`src/uart_pkg.sv`:
```
`default_nettype none

package uart_pkg;

    typedef logic [31:0] addr_t;   // bus address
    typedef logic [31:0] word_t;   // bus data
    typedef logic [3:0]  be_t;     // byte-lane enables
    typedef logic [7:0]  byte_t;   // serial byte
    typedef logic [15:0] baud_t;   // clocks per serial bit

    typedef struct packed {
        logic  wr;      // 1 = write, 0 = read
        addr_t addr;
        word_t wdata;
        be_t   be;      // lane 0 is mandatory
    } bus_req_t;

    // register map
    localparam addr_t UART_BAUD_L_ADDR      = 32'h0000_0000;
    localparam addr_t UART_BAUD_H_ADDR      = 32'h0000_0004;
    localparam addr_t UART_STATUS_ADDR      = 32'h0000_0008;
    localparam addr_t UART_DATA_ADDR        = 32'h0000_000C;
    localparam addr_t UART_INT_ADDR         = 32'h0000_0010;
    localparam addr_t UART_INT_PENDING_ADDR = 32'h0000_0014;

    // bit positions in the enable and pending registers
    localparam int UART_INT_RX_READY = 0;
    localparam int UART_INT_TX_EMPTY = 1;

    // transmit FIFO geometry, depth must be 2**TX_PTR_W
    localparam int TX_FIFO_DEPTH = 4;
    localparam int TX_PTR_W      = 2;

endpackage

`default_nettype wire

```
`src/uart_tx_fifo.sv`:
```
`timescale 1ns/100ps
`default_nettype none

module uart_tx_fifo import uart_pkg::*; (
    input  wire   clk,
    input  wire   rst_n,
    input  wire   i_push,
    input  byte_t i_data,
    output logic  o_valid,
    output byte_t o_data,
    input  wire   i_ready,
    output logic  o_full,
    output logic  o_empty
);

    byte_t               mem [TX_FIFO_DEPTH];
    logic [TX_PTR_W-1:0] wr_ptr;
    logic [TX_PTR_W-1:0] rd_ptr;
    logic [TX_PTR_W:0]   count;    // one extra bit to tell full from empty
    logic                do_push;
    logic                do_pop;

    assign o_empty = (count == '0);
    assign o_full  = (count == (TX_PTR_W+1)'(TX_FIFO_DEPTH));
    assign o_valid = !o_empty;
    assign o_data  = mem[rd_ptr];

    assign do_push = i_push && !o_full;    // push into a full FIFO is lost
    assign do_pop  = o_valid && i_ready;

    always_ff @(posedge clk) begin
        if (!rst_n) begin
            wr_ptr <= '0;
            rd_ptr <= '0;
            count  <= '0;
        end else begin
            if (do_push) wr_ptr <= wr_ptr + 1'b1;   // wraps at depth
            if (do_pop)  rd_ptr <= rd_ptr + 1'b1;
            count <= count + (TX_PTR_W+1)'(do_push) - (TX_PTR_W+1)'(do_pop);
        end
    end

    always_ff @(posedge clk) begin
        if (do_push) mem[wr_ptr] <= i_data;
    end

endmodule

`default_nettype wire

```
`src/uart_tx.sv`:
```
`timescale 1ns/100ps
`default_nettype none

module uart_tx import uart_pkg::*; (
    input  wire   clk,
    input  wire   rst_n,
    input  baud_t i_baud_div,
    input  wire   i_valid,
    input  byte_t i_data,
    output logic  o_ready,
    output logic  o_tx
);

    typedef enum logic [1:0] {IDLE, START, DATA, STOP} tx_state_t;

    tx_state_t  state;
    baud_t      baud_cnt;
    logic [2:0] bit_cnt;
    byte_t      shreg;
    logic       bit_done;

    // a divisor of 0 degrades to one clock per bit
    assign bit_done = ({1'b0, baud_cnt} + 17'd1) >= {1'b0, i_baud_div};
    assign o_ready  = (state == IDLE);

    always_comb begin
        case (state)
            START:   o_tx = 1'b0;
            DATA:    o_tx = shreg[0];    // lsb first
            default: o_tx = 1'b1;        // idle and stop are mark level
        endcase
    end

    always_ff @(posedge clk) begin
        if (!rst_n) begin
            state    <= IDLE;
            baud_cnt <= '0;
            bit_cnt  <= '0;
        end else if (state == IDLE) begin
            baud_cnt <= '0;
            bit_cnt  <= '0;
            if (i_valid) state <= START;
        end else begin
            baud_cnt <= bit_done ? '0 : baud_cnt + 1'b1;
            if (bit_done) begin
                case (state)
                    START:   state <= DATA;
                    DATA: begin
                        bit_cnt <= bit_cnt + 1'b1;
                        if (bit_cnt == 3'd7) state <= STOP;
                    end
                    default: state <= IDLE;   // end of stop bit
                endcase
            end
        end
    end

    always_ff @(posedge clk) begin
        if (state == IDLE && i_valid)        shreg <= i_data;
        else if (state == DATA && bit_done) shreg <= shreg >> 1;
    end

endmodule

`default_nettype wire

```
`src/uart_rx.sv`:
```
`timescale 1ns/100ps
`default_nettype none

module uart_rx import uart_pkg::*; (
    input  wire   clk,
    input  wire   rst_n,
    input  baud_t i_baud_div,
    input  wire   i_rx,
    input  wire   i_read,
    output logic  o_ready,
    output byte_t o_byte
);

    typedef enum logic [1:0] {IDLE, START, DATA, STOP} rx_state_t;

    rx_state_t  state;
    logic       rx_meta;
    logic       rx_sync;
    baud_t      baud_cnt;
    logic [2:0] bit_cnt;
    byte_t      shreg;
    logic       bit_done;
    logic       half_done;

    assign bit_done  = ({1'b0, baud_cnt} + 17'd1) >= {1'b0, i_baud_div};
    assign half_done = ({1'b0, baud_cnt} + 17'd1) >= {2'b0, i_baud_div[15:1]};

    always_ff @(posedge clk) begin
        if (!rst_n) begin
            rx_meta <= 1'b1;    // line idles high
            rx_sync <= 1'b1;
        end else begin
            rx_meta <= i_rx;
            rx_sync <= rx_meta;
        end
    end

    always_ff @(posedge clk) begin
        if (!rst_n) begin
            state    <= IDLE;
            baud_cnt <= '0;
            bit_cnt  <= '0;
            o_ready  <= 1'b0;
            o_byte   <= '0;
        end else begin
            case (state)
                IDLE: begin
                    baud_cnt <= '0;
                    bit_cnt  <= '0;
                    if (!rx_sync) state <= START;   // falling edge seen
                end
                START: begin
                    baud_cnt <= half_done ? '0 : baud_cnt + 1'b1;
                    if (half_done) state <= rx_sync ? IDLE : DATA;  // glitch rejected
                end
                DATA: begin
                    baud_cnt <= bit_done ? '0 : baud_cnt + 1'b1;
                    if (bit_done) begin
                        bit_cnt <= bit_cnt + 1'b1;
                        if (bit_cnt == 3'd7) state <= STOP;
                    end
                end
                default: begin
                    baud_cnt <= bit_done ? '0 : baud_cnt + 1'b1;
                    if (bit_done) state <= IDLE;
                end
            endcase

            // new byte wins over a read in the same cycle
            if (state == STOP && bit_done && rx_sync) begin
                o_ready <= 1'b1;
                o_byte  <= shreg;   // overwrites an unread byte
            end else if (i_read) begin
                o_ready <= 1'b0;
            end
        end
    end

    always_ff @(posedge clk) begin
        if (state == DATA && bit_done) shreg <= {rx_sync, shreg[7:1]};
    end

endmodule

`default_nettype wire

```
`src/uart.sv`:
```
`timescale 1ns/100ps
`default_nettype none

module uart import uart_pkg::*; (
    input  wire   clk,
    input  wire   rst_n,
    input  baud_t i_baud_div,
    input  wire   i_tx_push,
    input  byte_t i_tx_data,
    output logic  o_tx_full,
    output logic  o_tx_empty,
    output logic  o_tx,
    input  wire   i_rx,
    input  wire   i_rx_read,
    output logic  o_rx_ready,
    output byte_t o_rx_byte
);

    logic  fifo_valid;
    byte_t fifo_data;
    logic  fifo_empty;
    logic  tx_ready;

    // empty means the last stop bit has left, not just the FIFO drained
    assign o_tx_empty = fifo_empty && tx_ready;

    uart_tx_fifo u_fifo (
        .clk     (clk),
        .rst_n   (rst_n),
        .i_push  (i_tx_push),
        .i_data  (i_tx_data),
        .o_valid (fifo_valid),
        .o_data  (fifo_data),
        .i_ready (tx_ready),
        .o_full  (o_tx_full),
        .o_empty (fifo_empty)
    );

    uart_tx u_tx (
        .clk        (clk),
        .rst_n      (rst_n),
        .i_baud_div (i_baud_div),
        .i_valid    (fifo_valid),
        .i_data     (fifo_data),
        .o_ready    (tx_ready),
        .o_tx       (o_tx)
    );

    uart_rx u_rx (
        .clk        (clk),
        .rst_n      (rst_n),
        .i_baud_div (i_baud_div),
        .i_rx       (i_rx),
        .i_read     (i_rx_read),
        .o_ready    (o_rx_ready),
        .o_byte     (o_rx_byte)
    );

endmodule

`default_nettype wire

```
`src/uart_mem.sv`:
```
`timescale 1ns/100ps
`default_nettype none

module uart_mem import uart_pkg::*; (
    input  wire      clk,
    input  wire      rst_n,
    input  wire      i_enable,   // must drop between commands
    input  bus_req_t i_req,
    output logic     o_ready,
    output word_t    o_rdata,
    output logic     o_irq,
    output logic     o_bus_err,
    input  wire      i_rx,
    output logic     o_tx
);

    typedef enum logic {ISSUE, RETIRE} mem_state_t;

    mem_state_t state;
    baud_t      baud_div;
    logic       tx_push;
    byte_t      tx_data;
    logic       rx_read;
    logic       tx_full;
    logic       tx_empty;
    logic       rx_ready;
    byte_t      rx_byte;
    logic       tx_empty_q;
    logic       rx_ready_q;
    logic [1:0] int_en;
    logic [1:0] int_pend;
    logic [1:0] pend_set;
    logic [1:0] pend_clr;
    logic       delay;     // extra cycle for a DATA read
    logic       accept;
    logic       addr_ok;

    uart u_uart (
        .clk        (clk),
        .rst_n      (rst_n),
        .i_baud_div (baud_div),
        .i_tx_push  (tx_push),
        .i_tx_data  (tx_data),
        .o_tx_full  (tx_full),
        .o_tx_empty (tx_empty),
        .o_tx       (o_tx),
        .i_rx       (i_rx),
        .i_rx_read  (rx_read),
        .o_rx_ready (rx_ready),
        .o_rx_byte  (rx_byte)
    );

    assign o_irq  = |(int_en & int_pend);
    assign accept = i_enable && !o_ready && (state == ISSUE);  // error implies ready

    always_comb begin
        case (i_req.addr)
            UART_BAUD_L_ADDR, UART_BAUD_H_ADDR, UART_STATUS_ADDR,
            UART_DATA_ADDR, UART_INT_ADDR, UART_INT_PENDING_ADDR: addr_ok = 1'b1;
            default: addr_ok = 1'b0;
        endcase
    end

    // interrupts latch on rising edges only
    always_comb begin
        pend_set = '0;
        pend_set[UART_INT_RX_READY] = rx_ready && !rx_ready_q;
        pend_set[UART_INT_TX_EMPTY] = tx_empty && !tx_empty_q;
        pend_clr = '0;
        if (accept && i_req.wr && i_req.be[0] && i_req.addr == UART_INT_PENDING_ADDR)
            pend_clr = i_req.wdata[1:0];   // write one to clear
    end

    always_ff @(posedge clk) begin
        if (!rst_n) begin
            state      <= ISSUE;
            baud_div   <= '0;
            tx_push    <= 1'b0;
            rx_read    <= 1'b0;
            delay      <= 1'b0;
            tx_empty_q <= 1'b1;   // FIFO starts empty, no edge out of reset
            rx_ready_q <= 1'b0;
            int_en     <= '0;
            int_pend   <= '0;
            o_ready    <= 1'b0;
            o_bus_err  <= 1'b0;
            o_rdata    <= '0;
        end else begin
            tx_empty_q <= tx_empty;
            rx_ready_q <= rx_ready;
            int_pend   <= (int_pend & ~pend_clr) | pend_set;   // a new edge wins

            if (!i_enable) begin
                // master released, get ready for the next command
                o_ready   <= 1'b0;
                o_bus_err <= 1'b0;
                state     <= ISSUE;
                tx_push   <= 1'b0;
                rx_read   <= 1'b0;
                delay     <= 1'b0;
            end else if (accept) begin
                if (!i_req.be[0] || !addr_ok) begin
                    o_bus_err <= 1'b1;   // answer at once with an error
                    o_ready   <= 1'b1;
                    o_rdata   <= '0;
                end else if (i_req.wr) begin
                    state   <= RETIRE;
                    o_rdata <= '0;
                    case (i_req.addr)
                        UART_BAUD_L_ADDR: begin
                            if (i_req.be[1]) baud_div       <= i_req.wdata[15:0];
                            else             baud_div[7:0]  <= i_req.wdata[7:0];
                        end
                        UART_BAUD_H_ADDR: baud_div[15:8] <= i_req.wdata[7:0];
                        UART_DATA_ADDR: begin
                            if (!tx_full) begin   // silently dropped when full
                                tx_data <= i_req.wdata[7:0];
                                tx_push <= 1'b1;
                            end
                        end
                        UART_INT_ADDR: int_en <= i_req.wdata[1:0];
                        default: ;                // status is read only, pending done above
                    endcase
                end else begin
                    state <= RETIRE;
                    case (i_req.addr)
                        UART_BAUD_L_ADDR: o_rdata <= i_req.be[1] ? {16'b0, baud_div}
                                                                  : {24'b0, baud_div[7:0]};
                        UART_BAUD_H_ADDR: o_rdata <= {24'b0, baud_div[15:8]};
                        UART_STATUS_ADDR: o_rdata <= {30'b0, tx_full, rx_ready};
                        UART_DATA_ADDR: begin
                            if (rx_ready) begin
                                rx_read <= 1'b1;   // consume the held byte
                                delay   <= 1'b1;
                            end
                        end
                        UART_INT_ADDR: o_rdata <= {30'b0, int_en};
                        default:       o_rdata <= {30'b0, int_pend};
                    endcase
                end
            end else if (state == RETIRE && !o_ready) begin
                tx_push <= 1'b0;
                rx_read <= 1'b0;
                if (delay) begin
                    delay <= 1'b0;   // receiver settles
                end else begin
                    if (!i_req.wr && i_req.addr == UART_DATA_ADDR)
                        o_rdata <= {24'b0, rx_byte};
                    o_ready <= 1'b1;
                end
            end
        end
    end

endmodule

`default_nettype wire

```
`config.mk`:
```
export PLATFORM = sky130hd
export DESIGN_NAME = uart_mem
export DESIGN_NICKNAME = d
export VERILOG_FILES = /design/src/uart_pkg.sv /design/src/uart_tx_fifo.sv /design/src/uart_tx.sv /design/src/uart_rx.sv /design/src/uart.sv /design/src/uart_mem.sv
export SDC_FILE = /design/constraint.sdc
export NUM_CORES = 1
export LEC_CHECK = 0
export BUFFER_PORTS_ARGS = -buffer_cell sky130_fd_sc_hd__buf_4
export CAP_MARGIN = 0
export CELL_PAD_IN_SITES_DETAIL_PLACEMENT = 0
export CELL_PAD_IN_SITES_GLOBAL_PLACEMENT = 1
export CORE_MARGIN = 1
export CORE_UTILIZATION = 45
export CTS_BUF_LIST = sky130_fd_sc_hd__clkbuf_16
export DETAILED_ROUTE_END_ITERATION = 6
export PLACE_DENSITY = 0.91
export SLEW_MARGIN = 10
export SYNTH_ARGS = -nofsm -noshare
export SYNTH_HDL_FRONTEND = slang
export SYNTH_SLANG_ARGS = --single-unit
export TNS_END_PERCENT = 30
```
`constraint.sdc`:
```
create_clock -name clk -period 4.55 [get_ports clk]
set_clock_uncertainty 0.15 [all_clocks]
set_input_delay 0.455 -clock clk [delete_from_list [all_inputs] [get_ports clk]]
set_output_delay 0.455 -clock clk [all_outputs]
set_load 0.05 [all_outputs]
```
==> impl_metrics.toml <==
[power_and_ir_drop]
p_switching_w = 0.00110
vdd_drop_max_mv = 0.354
combPwrFrac_pct = 15.7
seq_power_share_pct = 44.3
switching_share_pct = 29.5
clkPwrFrac_pct = 40.0
power_density_mw_per_mm2 = 391
p_leak_nw = 3.94
internal-power_w = 0.00263

[global_route]
grt_pass1_vias = 5846
grt_use_total_pct = 21.4
antenna_found_initial = 0
grt_max_degree = 59
grt_overflow = 0
grt_first_pass_wirelength_microns = 30400

[critical_path]
cp_max_fo = 8
worst-endpoint-arrival_ns = 3.74
cp.required_ns = 4.51
worstSetupPathType = "reg2reg"
start_kind = "flop"
cp-end-kind = "flop"

[synth]
synth.area.top_cells = "dfxtp_1 (26%), edfxtp_1 (21%), ha_1 (9.5%), nand2_1 (5.2%), mux2i_1 (4.0%)"
netlist-cell-type-count = 64
synth_cells = 811
synth_top_area_cell = "dfxtp_1"
yosys_warnings = 0
netlist_area_sq_mm = 0.00816
yosysMostFrequentCell = "nand2_1"
synth_edf_count = 56
yosys_register_bits = 161
ys.flop_type = "dfxtp_1"
async_flop_share_pct = 0
synthTopCellsByCount = "nand2_1 (114), dfxtp_1 (105), ha_1 (62)"
yosysTopAreaCellShare_pct = 25.8
synth_area_per_cell_sq_um = 10.1
synth_seq_area_share_pct = 46.4

[cells_and_area]
diodes = 0
stdcell_count = 1124
area_growth_pct = 16.8
final_layout_size_suffix_gt1_share_pct = 15.1
fin_nets = 1022

[flow_run]
cap_violations = 0

[placed_design]
port_buffers = 74
dp.cells = 1092
place_ws_ns = 0.792
place_hpwl_microns = 13600
gp_congestion = 0.818

[route]
drt_wl_total_microns = 18600
route.vias.total = 6056
vias_per_cell = 5.39
drt_iter0_drc = 308
dr.pass1.iters = 5
wl_per_cell_microns = 16.5
ant_nets = 0
drcViolationCount = 0

[sta]
finalMaxSlewViolations = 0
rsz0062_at_grt = "no"
hold_violations = 0
tightest_slew_ns = 0.907
slew_headroom_pct = 39.3
min_period_ns = 3.78
timing.final.ws_setup_ns = 0.773
fin_setup_tns_ns = 0
fin_crit_sh_pct = 83.0
finalSetupViolCount = 0
fmax_mhz = 265

[floorplan]
die_area_sq_mm = 0.0187
initial_utilization_pct = 46.7
rows = 48
die_h_microns = 137
fp.dieW_microns = 137
ios = 109
coreArea_sq_mm = 0.0175

[clocking]
cts_tree = "built"
cts_buffer_depth = 2
cts_resized = 0
cts_buffers = 17
ctsHoldBuffers = 0
cts-root-buf = "clkbuf_16"
clock-sinks = 161
cts_setup_buffers = 0
htree_num_levels = 4
clk_latency_ns = 0.44
clk_pin_slew_worst_paths_ns = 0.07

[outcome]
status = "complete, no violations"

[hold_path]
min_path_type = "in2reg"
cells in the final DEF, fill, tap and decap left out, types with 3 or more instances in the layout:
master,count
xnor2_1,18
inv_1,41
a22oi_1,6
nor2b_1,24
clkinv_8,3
and2_1,11
nor4_2,4
nand2b_1,5
o21ai_0,32
or3_1,9
nor4_1,13
nor2_1,39
mux2i_1,33
o21bai_1,3
mux4_2,8
inv_8,7
xor2_1,15
buf_4,85
a31oi_1,9
edfxtp_1,56
nor3_1,6
and4_1,3
a21o_1,5
and3_1,29
conb_1,16
nand3_1,16
ha_1,62
o21a_1,3
nand4_1,20
dfxtp_1,105
clkbuf_16,17
o211a_1,9
nand2_1,114
a21boi_0,5
a21oi_1,21
registers in the layout (all words and copies together) (netlist names), 2 cells and up, named ones only:
signal	cells
u_uart.u_tx.baud_cnt	16
u_uart.u_rx.baud_cnt	16
u_uart.u_tx.bit_cnt	3
u_uart.u_tx.shreg	8
tx_data	8
int_en	2
u_uart.u_rx.bit_cnt	3
u_uart.u_tx.state	2
u_uart.u_fifo.mem	32
o_rdata	16
u_uart.u_fifo.wr_ptr	2
u_uart.u_fifo.rd_ptr	2
u_uart.u_rx.state	2
u_uart.u_rx.o_byte	8
int_pend	2
u_uart.u_rx.shreg	8
baud_div	16
u_uart.u_fifo.count	3
metal layers:
layer / up-vias / GRT usage, % / part of all wire, %
li1: 3037 / - / -
met1: 2865 / 28.2 / 48
met2: 134 / 35.1 / 47
met3: 20 / 4.11 / 3.8
met4: 0 / 7.28 / 1.5
met5: - / 0 / 0
power groups by stage:
stage	Clock, W	Combinational [W]	Sequential (W)
2_1_floorplan	0	0.000422	0.00167
6_report	0.00149	0.000584	0.00165
3_3_place_gp	0	0.000562	0.00168
3_5_place_dp	0	0.000578	0.00169
4_1_cts	0.00151	0.000587	0.00166
5_1_grt	0.00157	0.000644	0.00166
cells by family after synthesis:
family / count (synthesis) / synth area share (%)
compound gates: 117 / 9.52
xor+xnor: 33 / 3.54
fa+ha+maj: 63 / 9.75
buf+inv: 85 / 4.80
flops: 161 / 46.4
mux: 41 / 6.25
other cells: 1 / 0.0459
simple gates: 310 / 19.7
critical path: stages, from the launching register on:
cell and delay (ns):
dfxtp_1 0.40, ha_1 0.20, nand3_1 0.21, nor2_1 0.26
nand2_1 0.11, xnor2_1 0.24, ha_1 0.29, nand4_1 0.17
nor3_1 0.08, o311a_1 0.33, o31a_1 0.31, o21ai_1 0.37
nand2_1 0.33
per-stage QoR:
| step | area, sq um | util (%) | total power [W] | hold slack [ns] |
|---|---|---|---|---|
| after floorplan | 8220 | - | 0.00209 | 0.236 |
| after global placement | 8910 | 51.0 | 0.00224 | 0.238 |
| after detailed placement | 8910 | 51.0 | 0.00226 | 0.247 |
| after CTS | 9530 | 54.5 | 0.00375 | 0.0359 |
| after global routing | 9530 | 54.5 | 0.00387 | 0.0576 |
| final | 9530 | 54.5 | 0.00373 | 0.0446 |
area by class of cell:
| cell class | count | area, sq um |
|---|---|---|
| clock inverter | 15 | 199 |
| inverter | 41 | 154 |
| fill | 1524 | 7950 |
| sequential | 161 | 3780 |
| clock buffer | 17 | 425 |
| multi-input combinational | 580 | 4050 |
| timing repair buffer | 85 | 638 |
| tap | 225 | 282 |
worst paths after layout:
kind	start	endpoint	slack [ns]	cells after the start
min	i_rx	u_uart.u_rx.rx_meta$_SDFF_PN1_	0.04	2
max reg2reg	u_uart.u_tx.baud_cnt[0]$_SDFF_PP0_	u_uart.u_tx.shreg[0]$_DFFE_PP_	0.77	12
max	u_uart.u_tx.baud_cnt[0]$_SDFF_PP0_	u_uart.u_tx.shreg[0]$_DFFE_PP_	0.77	12
min reg2reg	u_uart.u_rx.rx_meta$_SDFF_PN1_	u_uart.u_rx.rx_sync$_SDFF_PN1_	0.26	1
Note: power is estimated with default switching activity, not from simulation.
